$ cat src/hw/clock_pkg.sv
// shared encodings for the hh:mm:ss clock; segment vectors are {a..g}, active high, six digits fixed
package clock_pkg;

	// --------------------------------------------------
	// modes and edit positions
	// --------------------------------------------------
	typedef enum logic [1:0] {
		MODE_CLOCK = 2'd0,
		MODE_SETUP = 2'd1,
		MODE_ALARM = 2'd2
	} mode_t;

	typedef enum logic [1:0] {
		POS_SEC  = 2'd0,
		POS_MIN  = 2'd1,
		POS_HOUR = 2'd2
	} pos_t;

	// --------------------------------------------------
	// field limits and widths
	// --------------------------------------------------
	localparam int FIELD_W    = 6;	// holds 0..59
	localparam int DIGIT_W    = 4;	// one bcd digit
	localparam int NUM_DIGITS = 6;
	localparam int SEG_W      = 7;

	localparam logic [FIELD_W-1:0] SEC_MAX  = FIELD_W'(59);
	localparam logic [FIELD_W-1:0] MIN_MAX  = FIELD_W'(59);
	localparam logic [FIELD_W-1:0] HOUR_MAX = FIELD_W'(23);

	typedef logic [SEG_W-1:0] seg_t;	// bit 6 is segment a, bit 0 is g

	localparam seg_t SEG_BLANK = '0;

	// digits above 9 stay dark
	function automatic seg_t seg_of_digit(input logic [DIGIT_W-1:0] digit);
		case (digit)
			4'd0:    return 7'b111_1110;
			4'd1:    return 7'b011_0000;
			4'd2:    return 7'b110_1101;
			4'd3:    return 7'b111_1001;
			4'd4:    return 7'b011_0011;
			4'd5:    return 7'b101_1011;
			4'd6:    return 7'b101_1111;
			4'd7:    return 7'b111_0000;
			4'd8:    return 7'b111_1111;
			4'd9:    return 7'b111_0011;
			default: return SEG_BLANK;
		endcase
	endfunction

endpackage

$ cat src/hw/alarm_unit.sv
// alarm latches on an exact h:m:s match while enabled and holds until the enable drops
`timescale 1ns/10ps

module alarm_unit #(
	parameter int TONE_DIV = 25_000
) (
	input  logic                          clk,
	input  logic                          rst_n,
	input  logic                          i_alarm_en,
	input  logic [clock_pkg::FIELD_W-1:0] i_time_hour,
	input  logic [clock_pkg::FIELD_W-1:0] i_time_min,
	input  logic [clock_pkg::FIELD_W-1:0] i_time_sec,
	input  logic [clock_pkg::FIELD_W-1:0] i_alarm_hour,
	input  logic [clock_pkg::FIELD_W-1:0] i_alarm_min,
	input  logic [clock_pkg::FIELD_W-1:0] i_alarm_sec,
	output logic                          o_buzz
);

	logic tone;
	logic match;
	logic alarm_latch;

	// square wave with a half period of TONE_DIV cycles
	tick_gen #(
		.DIV		(TONE_DIV)
	) u_tone (
		.clk		(clk),
		.rst_n		(rst_n),
		.o_tick		(),
		.o_level	(tone)
	);

	assign match = (i_time_hour == i_alarm_hour) &&
	               (i_time_min  == i_alarm_min)  &&
	               (i_time_sec  == i_alarm_sec);

	always_ff @(posedge clk or negedge rst_n) begin
		if (!rst_n)
			alarm_latch <= 1'b0;
		else if (!i_alarm_en)
			alarm_latch <= 1'b0;	// switching off silences it
		else if (match)
			alarm_latch <= 1'b1;
	end

	assign o_buzz = tone & alarm_latch;

endmodule

$ cat src/hw/button_ctrl.sv
// buttons 0..3 are mode, position, increment and alarm enable, active low; a press needs two btn_ticks
`timescale 1ns/10ps

module button_ctrl #(
	parameter int BTN_DIV = 500_000
) (
	input  logic             clk,
	input  logic             rst_n,
	input  logic [3:0]       i_btn_n,
	output clock_pkg::mode_t o_mode,
	output clock_pkg::pos_t  o_pos,
	output logic             o_alarm_en,
	output logic             o_inc_time,
	output logic             o_inc_alarm,
	output logic             o_run
);

	import clock_pkg::*;

	logic       btn_tick;
	logic [3:0] btn_meta;
	logic [3:0] btn_sync;
	logic [3:0] btn_prev;	// level seen on the previous btn_tick
	logic [3:0] press;

	tick_gen #(
		.DIV		(BTN_DIV)
	) u_btn_tick (
		.clk		(clk),
		.rst_n		(rst_n),
		.o_tick		(btn_tick),
		.o_level	()
	);

	// --------------------------------------------------
	// sync and press detect
	// --------------------------------------------------
	always_ff @(posedge clk or negedge rst_n) begin
		if (!rst_n) begin
			btn_meta <= '1;	// released
			btn_sync <= '1;
			btn_prev <= '1;
		end else begin
			btn_meta <= i_btn_n;
			btn_sync <= btn_meta;
			if (btn_tick)
				btn_prev <= btn_sync;
		end
	end

	assign press = {4{btn_tick}} & btn_prev & ~btn_sync;	// high then low

	// --------------------------------------------------
	// mode, position, alarm enable
	// --------------------------------------------------
	always_ff @(posedge clk or negedge rst_n) begin
		if (!rst_n) begin
			o_mode     <= MODE_CLOCK;
			o_pos      <= POS_SEC;
			o_alarm_en <= 1'b0;
		end else begin
			if (press[0]) begin
				case (o_mode)
					MODE_CLOCK: o_mode <= MODE_SETUP;
					MODE_SETUP: o_mode <= MODE_ALARM;
					default:    o_mode <= MODE_CLOCK;
				endcase
			end
			if (press[1]) begin
				case (o_pos)
					POS_SEC: o_pos <= POS_MIN;
					POS_MIN: o_pos <= POS_HOUR;
					default: o_pos <= POS_SEC;
				endcase
			end
			if (press[3])
				o_alarm_en <= ~o_alarm_en;
		end
	end

	// increment goes to whichever counter is being edited
	assign o_inc_time  = press[2] && (o_mode == MODE_SETUP);
	assign o_inc_alarm = press[2] && (o_mode == MODE_ALARM);
	assign o_run       = (o_mode != MODE_SETUP);	// time stands still while set

	a_enc_valid: assert property (@(posedge clk) disable iff (!rst_n)
		(o_mode inside {MODE_CLOCK, MODE_SETUP, MODE_ALARM}) &&
		(o_pos inside {POS_SEC, POS_MIN, POS_HOUR}));

endmodule

$ cat src/hw/clock_top.sv
// single clock domain; defaults assume a 50 MHz clk, all dividers can be overridden for simulation
`timescale 1ns/10ps

module clock_top #(
	parameter int SEC_DIV   = 50_000_000,
	parameter int SCAN_DIV  = 5_000,
	parameter int BTN_DIV   = 500_000,
	parameter int BLINK_DIV = 25_000_000,
	parameter int TONE_DIV  = 25_000
) (
	input  logic                             clk,
	input  logic                             rst_n,
	input  logic [3:0]                       i_btn_n,
	output clock_pkg::seg_t                  o_seg,
	output logic                             o_seg_dp,
	output logic [clock_pkg::NUM_DIGITS-1:0] o_seg_enb,
	output logic                             o_buzz
);

	import clock_pkg::*;

	logic                     sec_tick;
	logic                     blink;
	mode_t                    mode;
	pos_t                     pos;
	logic                     alarm_en;
	logic                     inc_time;
	logic                     inc_alarm;
	logic                     run;
	logic [FIELD_W-1:0]       time_hour, time_min, time_sec;
	logic [FIELD_W-1:0]       alarm_hour, alarm_min, alarm_sec;
	seg_t [NUM_DIGITS-1:0]    digits;

	// --------------------------------------------------
	// timing strobes
	// --------------------------------------------------
	tick_gen #(.DIV(SEC_DIV)) u_sec_tick (
		.clk(clk), .rst_n(rst_n), .o_tick(sec_tick), .o_level()
	);

	tick_gen #(.DIV(BLINK_DIV)) u_blink (
		.clk(clk), .rst_n(rst_n), .o_tick(), .o_level(blink)
	);

	button_ctrl #(.BTN_DIV(BTN_DIV)) u_button_ctrl (
		.clk(clk), .rst_n(rst_n), .i_btn_n(i_btn_n),
		.o_mode(mode), .o_pos(pos), .o_alarm_en(alarm_en),
		.o_inc_time(inc_time), .o_inc_alarm(inc_alarm), .o_run(run)
	);

	// --------------------------------------------------
	// time and alarm registers
	// --------------------------------------------------
	hms_counter u_time (
		.clk(clk), .rst_n(rst_n), .i_tick(sec_tick), .i_run(run),
		.i_step(inc_time), .i_pos(pos),
		.o_hour(time_hour), .o_min(time_min), .o_sec(time_sec)
	);

	hms_counter u_alarm (
		.clk(clk), .rst_n(rst_n), .i_tick(sec_tick), .i_run(1'b0),	// never runs
		.i_step(inc_alarm), .i_pos(pos),
		.o_hour(alarm_hour), .o_min(alarm_min), .o_sec(alarm_sec)
	);

	alarm_unit #(.TONE_DIV(TONE_DIV)) u_alarm_unit (
		.clk(clk), .rst_n(rst_n), .i_alarm_en(alarm_en),
		.i_time_hour(time_hour), .i_time_min(time_min), .i_time_sec(time_sec),
		.i_alarm_hour(alarm_hour), .i_alarm_min(alarm_min), .i_alarm_sec(alarm_sec),
		.o_buzz(o_buzz)
	);

	// --------------------------------------------------
	// display path
	// --------------------------------------------------
	digit_render u_digit_render (
		.i_mode(mode), .i_pos(pos), .i_blink(blink),
		.i_time_hour(time_hour), .i_time_min(time_min), .i_time_sec(time_sec),
		.i_alarm_hour(alarm_hour), .i_alarm_min(alarm_min), .i_alarm_sec(alarm_sec),
		.o_digits(digits)
	);

	scan_driver #(.SCAN_DIV(SCAN_DIV)) u_scan_driver (
		.clk(clk), .rst_n(rst_n), .i_digits(digits), .i_mode(mode),
		.o_seg(o_seg), .o_seg_dp(o_seg_dp), .o_seg_enb(o_seg_enb)
	);

endmodule

$ cat src/hw/digit_render.sv
// digit 0 is seconds ones, digit 5 hours tens; edited field blanks while i_blink is low
`timescale 1ns/10ps

module digit_render (
	input  clock_pkg::mode_t                            i_mode,
	input  clock_pkg::pos_t                             i_pos,
	input  logic                                        i_blink,
	input  logic [clock_pkg::FIELD_W-1:0]               i_time_hour,
	input  logic [clock_pkg::FIELD_W-1:0]               i_time_min,
	input  logic [clock_pkg::FIELD_W-1:0]               i_time_sec,
	input  logic [clock_pkg::FIELD_W-1:0]               i_alarm_hour,
	input  logic [clock_pkg::FIELD_W-1:0]               i_alarm_min,
	input  logic [clock_pkg::FIELD_W-1:0]               i_alarm_sec,
	output clock_pkg::seg_t [clock_pkg::NUM_DIGITS-1:0] o_digits
);

	import clock_pkg::*;

	localparam int NUM_FIELDS = NUM_DIGITS / 2;

	logic [FIELD_W-1:0] field [NUM_FIELDS];	// sec, min, hour
	logic               edit;

	// --------------------------------------------------
	// source select
	// --------------------------------------------------
	always_comb begin
		if (i_mode == MODE_ALARM) begin
			field[0] = i_alarm_sec;
			field[1] = i_alarm_min;
			field[2] = i_alarm_hour;
		end else begin
			field[0] = i_time_sec;
			field[1] = i_time_min;
			field[2] = i_time_hour;
		end
	end

	assign edit = (i_mode != MODE_CLOCK) && !i_blink;	// blank phase of the blink

	// --------------------------------------------------
	// split and decode
	// --------------------------------------------------
	always_comb begin
		for (int f = 0; f < NUM_FIELDS; f++) begin
			if (edit && (i_pos == pos_t'(f))) begin
				o_digits[2*f]   = SEG_BLANK;
				o_digits[2*f+1] = SEG_BLANK;
			end else begin
				o_digits[2*f]   = seg_of_digit(DIGIT_W'(field[f] % 10));	// ones
				o_digits[2*f+1] = seg_of_digit(DIGIT_W'(field[f] / 10));	// tens
			end
		end
	end

endmodule

$ cat src/hw/hms_counter.sv
// 24-hour h:m:s register set; i_tick with i_run counts with carry, i_step bumps one field only
`timescale 1ns/10ps

module hms_counter (
	input  logic                          clk,
	input  logic                          rst_n,
	input  logic                          i_tick,
	input  logic                          i_run,
	input  logic                          i_step,
	input  clock_pkg::pos_t               i_pos,
	output logic [clock_pkg::FIELD_W-1:0] o_hour,
	output logic [clock_pkg::FIELD_W-1:0] o_min,
	output logic [clock_pkg::FIELD_W-1:0] o_sec
);

	import clock_pkg::*;

	logic count;

	// next value with wrap to zero past the limit
	function automatic logic [FIELD_W-1:0] next_val(
		input logic [FIELD_W-1:0] val,
		input logic [FIELD_W-1:0] max
	);
		return (val >= max) ? '0 : val + 1'b1;
	endfunction

	assign count = i_tick & i_run;

	always_ff @(posedge clk or negedge rst_n) begin
		if (!rst_n) begin
			o_hour <= '0;
			o_min  <= '0;
			o_sec  <= '0;
		end else if (count) begin
			o_sec <= next_val(o_sec, SEC_MAX);
			if (o_sec == SEC_MAX) begin	// carry into minutes
				o_min <= next_val(o_min, MIN_MAX);
				if (o_min == MIN_MAX)
					o_hour <= next_val(o_hour, HOUR_MAX);
			end
		end else if (i_step) begin
			// no carry when editing
			case (i_pos)
				POS_SEC:  o_sec  <= next_val(o_sec, SEC_MAX);
				POS_MIN:  o_min  <= next_val(o_min, MIN_MAX);
				POS_HOUR: o_hour <= next_val(o_hour, HOUR_MAX);
				default:  ;
			endcase
		end
	end

	// --------------------------------------------------
	// checks
	// --------------------------------------------------
	a_field_range: assert property (@(posedge clk) disable iff (!rst_n)
		(o_sec <= SEC_MAX) && (o_min <= MIN_MAX) && (o_hour <= HOUR_MAX));

endmodule

$ cat src/hw/scan_driver.sv
// one digit lit at a time, enables active low; scan restarts at digit 0 after reset
`timescale 1ns/10ps

module scan_driver #(
	parameter int SCAN_DIV = 5_000
) (
	input  logic                                        clk,
	input  logic                                        rst_n,
	input  clock_pkg::seg_t [clock_pkg::NUM_DIGITS-1:0] i_digits,
	input  clock_pkg::mode_t                            i_mode,
	output clock_pkg::seg_t                             o_seg,
	output logic                                        o_seg_dp,
	output logic [clock_pkg::NUM_DIGITS-1:0]            o_seg_enb
);

	import clock_pkg::*;

	localparam int IDX_W = $clog2(NUM_DIGITS);

	logic                  scan_tick;
	logic [IDX_W-1:0]      idx;
	logic [NUM_DIGITS-1:0] dp_mask;

	tick_gen #(
		.DIV		(SCAN_DIV)
	) u_scan_tick (
		.clk		(clk),
		.rst_n		(rst_n),
		.o_tick		(scan_tick),
		.o_level	()
	);

	always_ff @(posedge clk or negedge rst_n) begin
		if (!rst_n)
			idx <= '0;
		else if (scan_tick)
			idx <= (idx == IDX_W'(NUM_DIGITS - 1)) ? '0 : idx + 1'b1;
	end

	// decimal points tell the mode
	always_comb begin
		case (i_mode)
			MODE_CLOCK: dp_mask = 6'b010101;	// field separators
			MODE_SETUP: dp_mask = 6'b000001;
			MODE_ALARM: dp_mask = 6'b000010;
			default:    dp_mask = '0;
		endcase
	end

	assign o_seg_enb = ~(NUM_DIGITS'(1) << idx);
	assign o_seg     = i_digits[idx];
	assign o_seg_dp  = dp_mask[idx];

	a_enb_one_cold: assert property (@(posedge clk) disable iff (!rst_n)
		$onehot(~o_seg_enb));

endmodule

$ cat src/hw/tick_gen.sv
// DIV must be at least 2; o_tick is one cycle wide every DIV cycles, o_level starts low
`timescale 1ns/10ps

module tick_gen #(
	parameter int DIV = 2
) (
	input  logic clk,
	input  logic rst_n,
	output logic o_tick,
	output logic o_level
);

	localparam int CNT_W = $clog2(DIV);

	logic [CNT_W-1:0] cnt;

	always_ff @(posedge clk or negedge rst_n) begin
		if (!rst_n) begin
			cnt     <= '0;
			o_tick  <= 1'b0;
			o_level <= 1'b0;
		end else if (cnt == CNT_W'(DIV - 1)) begin
			cnt     <= '0;
			o_tick  <= 1'b1;
			o_level <= ~o_level;	// half period is DIV cycles
		end else begin
			cnt    <= cnt + 1'b1;
			o_tick <= 1'b0;
		end
	end

	// strobe never stretches over two cycles
	a_tick_single: assert property (@(posedge clk) disable iff (!rst_n)
		o_tick |=> !o_tick);

endmodule

$ cat config.mk
export PLATFORM = sky130hd
export DESIGN_NAME = clock_top
export DESIGN_NICKNAME = d
export VERILOG_FILES = /design/src/hw/clock_pkg.sv /design/src/hw/alarm_unit.sv /design/src/hw/button_ctrl.sv /design/src/hw/clock_top.sv /design/src/hw/digit_render.sv /design/src/hw/hms_counter.sv /design/src/hw/scan_driver.sv /design/src/hw/tick_gen.sv
export SDC_FILE = /design/constraint.sdc
export NUM_CORES = 1
export LEC_CHECK = 0
export ABC_AREA = 1
export BUFFER_PORTS_ARGS = -buffer_cell sky130_fd_sc_hd__buf_4
export CAP_MARGIN = 20
export CORE_ASPECT_RATIO = 1.4
export CORE_MARGIN = 2
export CORE_UTILIZATION = 69
export DETAILED_ROUTE_END_ITERATION = 10
export GPL_ROUTABILITY_DRIVEN = 1
export HOLD_SLACK_MARGIN = 0.05
export MAX_ROUTING_LAYER = met4
export PLACE_DENSITY_LB_ADDON = 0.12
export SYNTH_ARGS = -nofsm -noshare
export SYNTH_HDL_FRONTEND = slang
export SYNTH_SLANG_ARGS = --single-unit
export TNS_END_PERCENT = 20
$ cat constraint.sdc
create_clock -name clk -period 6.78 [get_ports clk]
set_input_delay 1.356 -clock clk [delete_from_list [all_inputs] [get_ports clk]]
set_output_delay 1.356 -clock clk [all_outputs]
set_load 0.1 [all_outputs]
==> flow_summary.yaml <==
setup_path:
  r2r-end: "u_sec_tick.cnt[24]"
  crit_slowest_cell: "dfrtp_1"
  path_max_fanout: 39
  crit_top_cell: "nand2_1"
  worst_ep_arrival_time_ps: 4820
  r2r_start: "u_sec_tick.cnt[4]"
  cp.required_ps: 5420
  end_kind: "primary output"
  rrSetupSlack_ps: 3960
  reg2reg_depth: 10
  slowest_delay_ps: 390
  timing.setup.critical_path_class: "flip-flop to primary output"
  startpoint_type: "flip-flop"
worst_hold_path:
  hp-start: "u_button_ctrl.btn_meta[2]"
  holdPathEnd: "u_button_ctrl.btn_sync[2]"
  hold_depth: 0
  hp-class: "flip-flop to flip-flop"
timing:
  tns_ps: 0
  grt_setup_unrepaired: "false"
  slew_headroom: 0.3058
  maxSlewViolCount: 0
  period_share: 0.9109
  setup_viol: 0
  hold_violations: 0
  fmax_mhz: 161.9
  finClkSkew_ps: 10.93
  period_needed_ps: 6176
  worstMarginPinSlew_ps: 1033
synth:
  yosysUniqueCellTypes: 55
  yosysMostFrequentCell: "nand2_1"
  yosys-top-cells-area: "dfrtp_1 34%, nand2_1 11%, inv_1 7.5%, ha_1 6.3%, nor2_1 5.4%"
  yosysTopAreaCell: "dfrtp_1"
  synthMuxAreaShare: 0
  yosysSeqAreaShare: 0.3659
  syn_nets: 1533
  synth_top_family_by_area: "simple AND/OR/NAND/NOR gates"
  yosys.area_share.simple: 0.3402
  synth.avg_cell_area_um2: 7.461
  yosysWarnings: 0
  syn-instance-count: 1472
  netlist_area_um2: 10980
  synth_common_cells: "319 x nand2_1, 219 x inv_1, 157 x nor2_1"
  yosysTopAreaCellShare: 0.3372
  synth_xor_area_frac: 0.04397
  synthAdderAreaFrac: 0.06266
  synth_edf_count: 0
  synth_ff_type: "dfrtp_1"
  synth-seq-cells: 160
  synth_compound_area_frac: 0.09421
  ys_async_sr_fraction: 1.000
floorplan:
  die_width_um: 110.6
  die_y_um: 153.3
  start_util: 0.7037
  core_um2: 15610
  ios: 21
  rows: 54
  fp.dieArea_um2: 16960
drt:
  via_count: 9601
  avgViaCountPerCell: 5.624
  wire_per_inst_um: 13.77
  route.met3.wl_um: 759
  drc_errors: 0
  ant_nets: 0
  drt_first_pass_iters: 6
  routed_wl_um: 23500
  highest_layer: "met4"
  met1_length_um: 9589
  drt-initial-drc-count: 479
  dr_wl_met2_um: 12330
power:
  finalPower_mw: 2.026
  power_switching_uw: 407.9
  peakVddDrop_uv: 216.2
  comb_power_share: 0.010
  intPower_mw: 1.618
  p_seq_frac: 0.474
  clkPwrFrac: 0.516
  power_density_nw_per_um2: 170.0
  power.leakage_nw: 6.064
  switching_share: 0.2014
global_routing:
  track_usage: 0.2983
  antenna_found_initial: 0
  grt_pass1_vias: 9527
  globalRouteOverflowTotal: 0
  grt_first_pass_wirelength_um: 41480
  grt_max_degree: 111
layout:
  drive_gt1_frac: 0.1072
  layout.nets: 1559
  design_area_um2: 11920
  n_antenna_cell: 0
  n_fill_cell: 1209
  areaGrowthSynthToFinish_pct: 8.510
  final_util: 0.7636
clocking:
  cts_root_buffer: "clkbuf_16"
  clk_path_buf_depth: 2
  clock_sinks: 160
  clk_pin_slew_ps: 60
  cts_made_buffers: 17
  clk-insertion-delay-late_ps: 420
  cts_max_level: 4
  cts_tree: "done"
flow_run:
  drv_cap: 0
placement:
  port_buffers: 20
  placed_area_um2: 11260
  gp_congestion: 0.9710
  hpwlAfterDp_um: 17200
run_status:
  status: "finished, final reports clean"
[what timing repair did]
| item | 4_1_cts | 5_1_grt |
|---|---|---|
| gates resized for setup | 0 | 2 |
| hold endpoints to repair | 0 | 0 |
| hold buffers | 0 | 0 |
| setup buffers | 0 | 0 |
| setup endpoints to repair | 0 | 3 |
[cell type report]
class,instances,area [um^2],share of cell area
multi-input cells,1062,5951,0.4993
flip-flops and latches,160,4020,0.3373
inverters,234,880.8,0.07391
clock buffers,19,432.9,0.03633
well taps,196,245.2,0.02058
clock inverters,13,211.5,0.01774
repair buffers,23,176.4,0.01480
[flip-flops by register name (all words and copies together), names as in the netlist, 4 cells and up]
name and cells:
u_alarm.o_hour 6, u_button_ctrl.u_btn_tick.cnt 19, u_button_ctrl.btn_prev 4, u_time.o_min 6, u_button_ctrl.btn_sync 4, u_time.o_hour 6, u_time.o_sec 6, u_alarm_unit.u_tone.cnt 15
u_scan_driver.u_scan_tick.cnt 13, u_sec_tick.cnt 26, u_blink.cnt 25, u_button_ctrl.btn_meta 4, u_alarm.o_sec 6, u_alarm.o_min 6
[metal layers]
metal  track usage  vias up
met5             -        -
met4        0.1214        0
met3       0.04837       77
met2        0.5340      233
met1        0.3299     4435
li1              -     4856
[stage by stage]
| step | worst slack (ps) | cells | hold WS, ps |
|---|---|---|---|
| 2_1_floorplan | 1347 | 1472 | 345.2 |
| 3_3_place_gp | 1049 | 1675 | 346.8 |
| 3_5_place_dp | 864.3 | 1675 | 347.5 |
| 4_1_cts | 407.6 | 1707 | 358.8 |
| 5_1_grt | 78.09 | 1707 | 361.1 |
| 6_report | 604.4 | 1707 | 358.4 |
[power by group through the flow]
stage | registers (mW) | logic [mW] | clock network [mW]
after floorplan | 0.977 | 0.0000106 | 0
after global placement | 0.977 | 0.0213 | 0
after detailed placement | 0.977 | 0.0216 | 0
after CTS | 0.960 | 0.0215 | 1.06
after global routing | 0.960 | 0.0246 | 1.09
final | 0.960 | 0.0199 | 1.05
[cell usage in the layout, fill, tap and decap left out, types with 4 or more instances in the layout]
master       n
nand2_1    319
dfrtp_1    147
nand3_2      8
nand3_1     94
o22ai_1      5
ha_1        55
inv_1      219
a31oi_1      7
a211oi_1    10
clkbuf_16   17
xnor2_1     12
o21ai_0     48
nand2_2     28
nand2_4     12
o21a_1       7
nor3_1      59
buf_4       22
xor2_1      40
a21oi_1     60
nor3b_1      7
or2_2        4
dfstp_2     12
nor2_1     157
nor4_1      29
nand3b_1    11
inv_2       12
o21ai_2     10
bufinv_16    5
o21ai_1      5
nand4_1     40
[worst max path at each step]
stage | startpoint | end | slack, ps
4_1_cts | u_button_ctrl.o_mode[1] | o_seg[3] | 410
5_1_grt | u_button_ctrl.o_mode[0] | o_seg[3] | 80
6_report | u_button_ctrl.o_mode[0] | o_seg[3] | 600
3_5_place_dp | u_button_ctrl.o_mode[1] | o_seg[3] | 860
2_1_floorplan | u_button_ctrl.o_mode[0] | o_seg[3] | 1350
3_3_place_gp | u_button_ctrl.o_mode[1] | o_seg[3] | 1050
[cell families after synthesis]
family          Yosys count
flops                   160
buf+inv                 250
simple gates            785
fa+ha+maj                55
xor+xnor                 53
compound gates          169
[worst max-delay path: cells and delay by family (launching register included)]
| family | cells | cell delay [ps] |
|---|---|---|
| compound gates | 3 | 670 |
| buf+inv | 4 | 570 |
| flops | 1 | 390 |
| simple gates | 19 | 2060 |
| fa+ha+maj | 3 | 740 |
No activity file was read; power rests on OpenSTA's default activity.
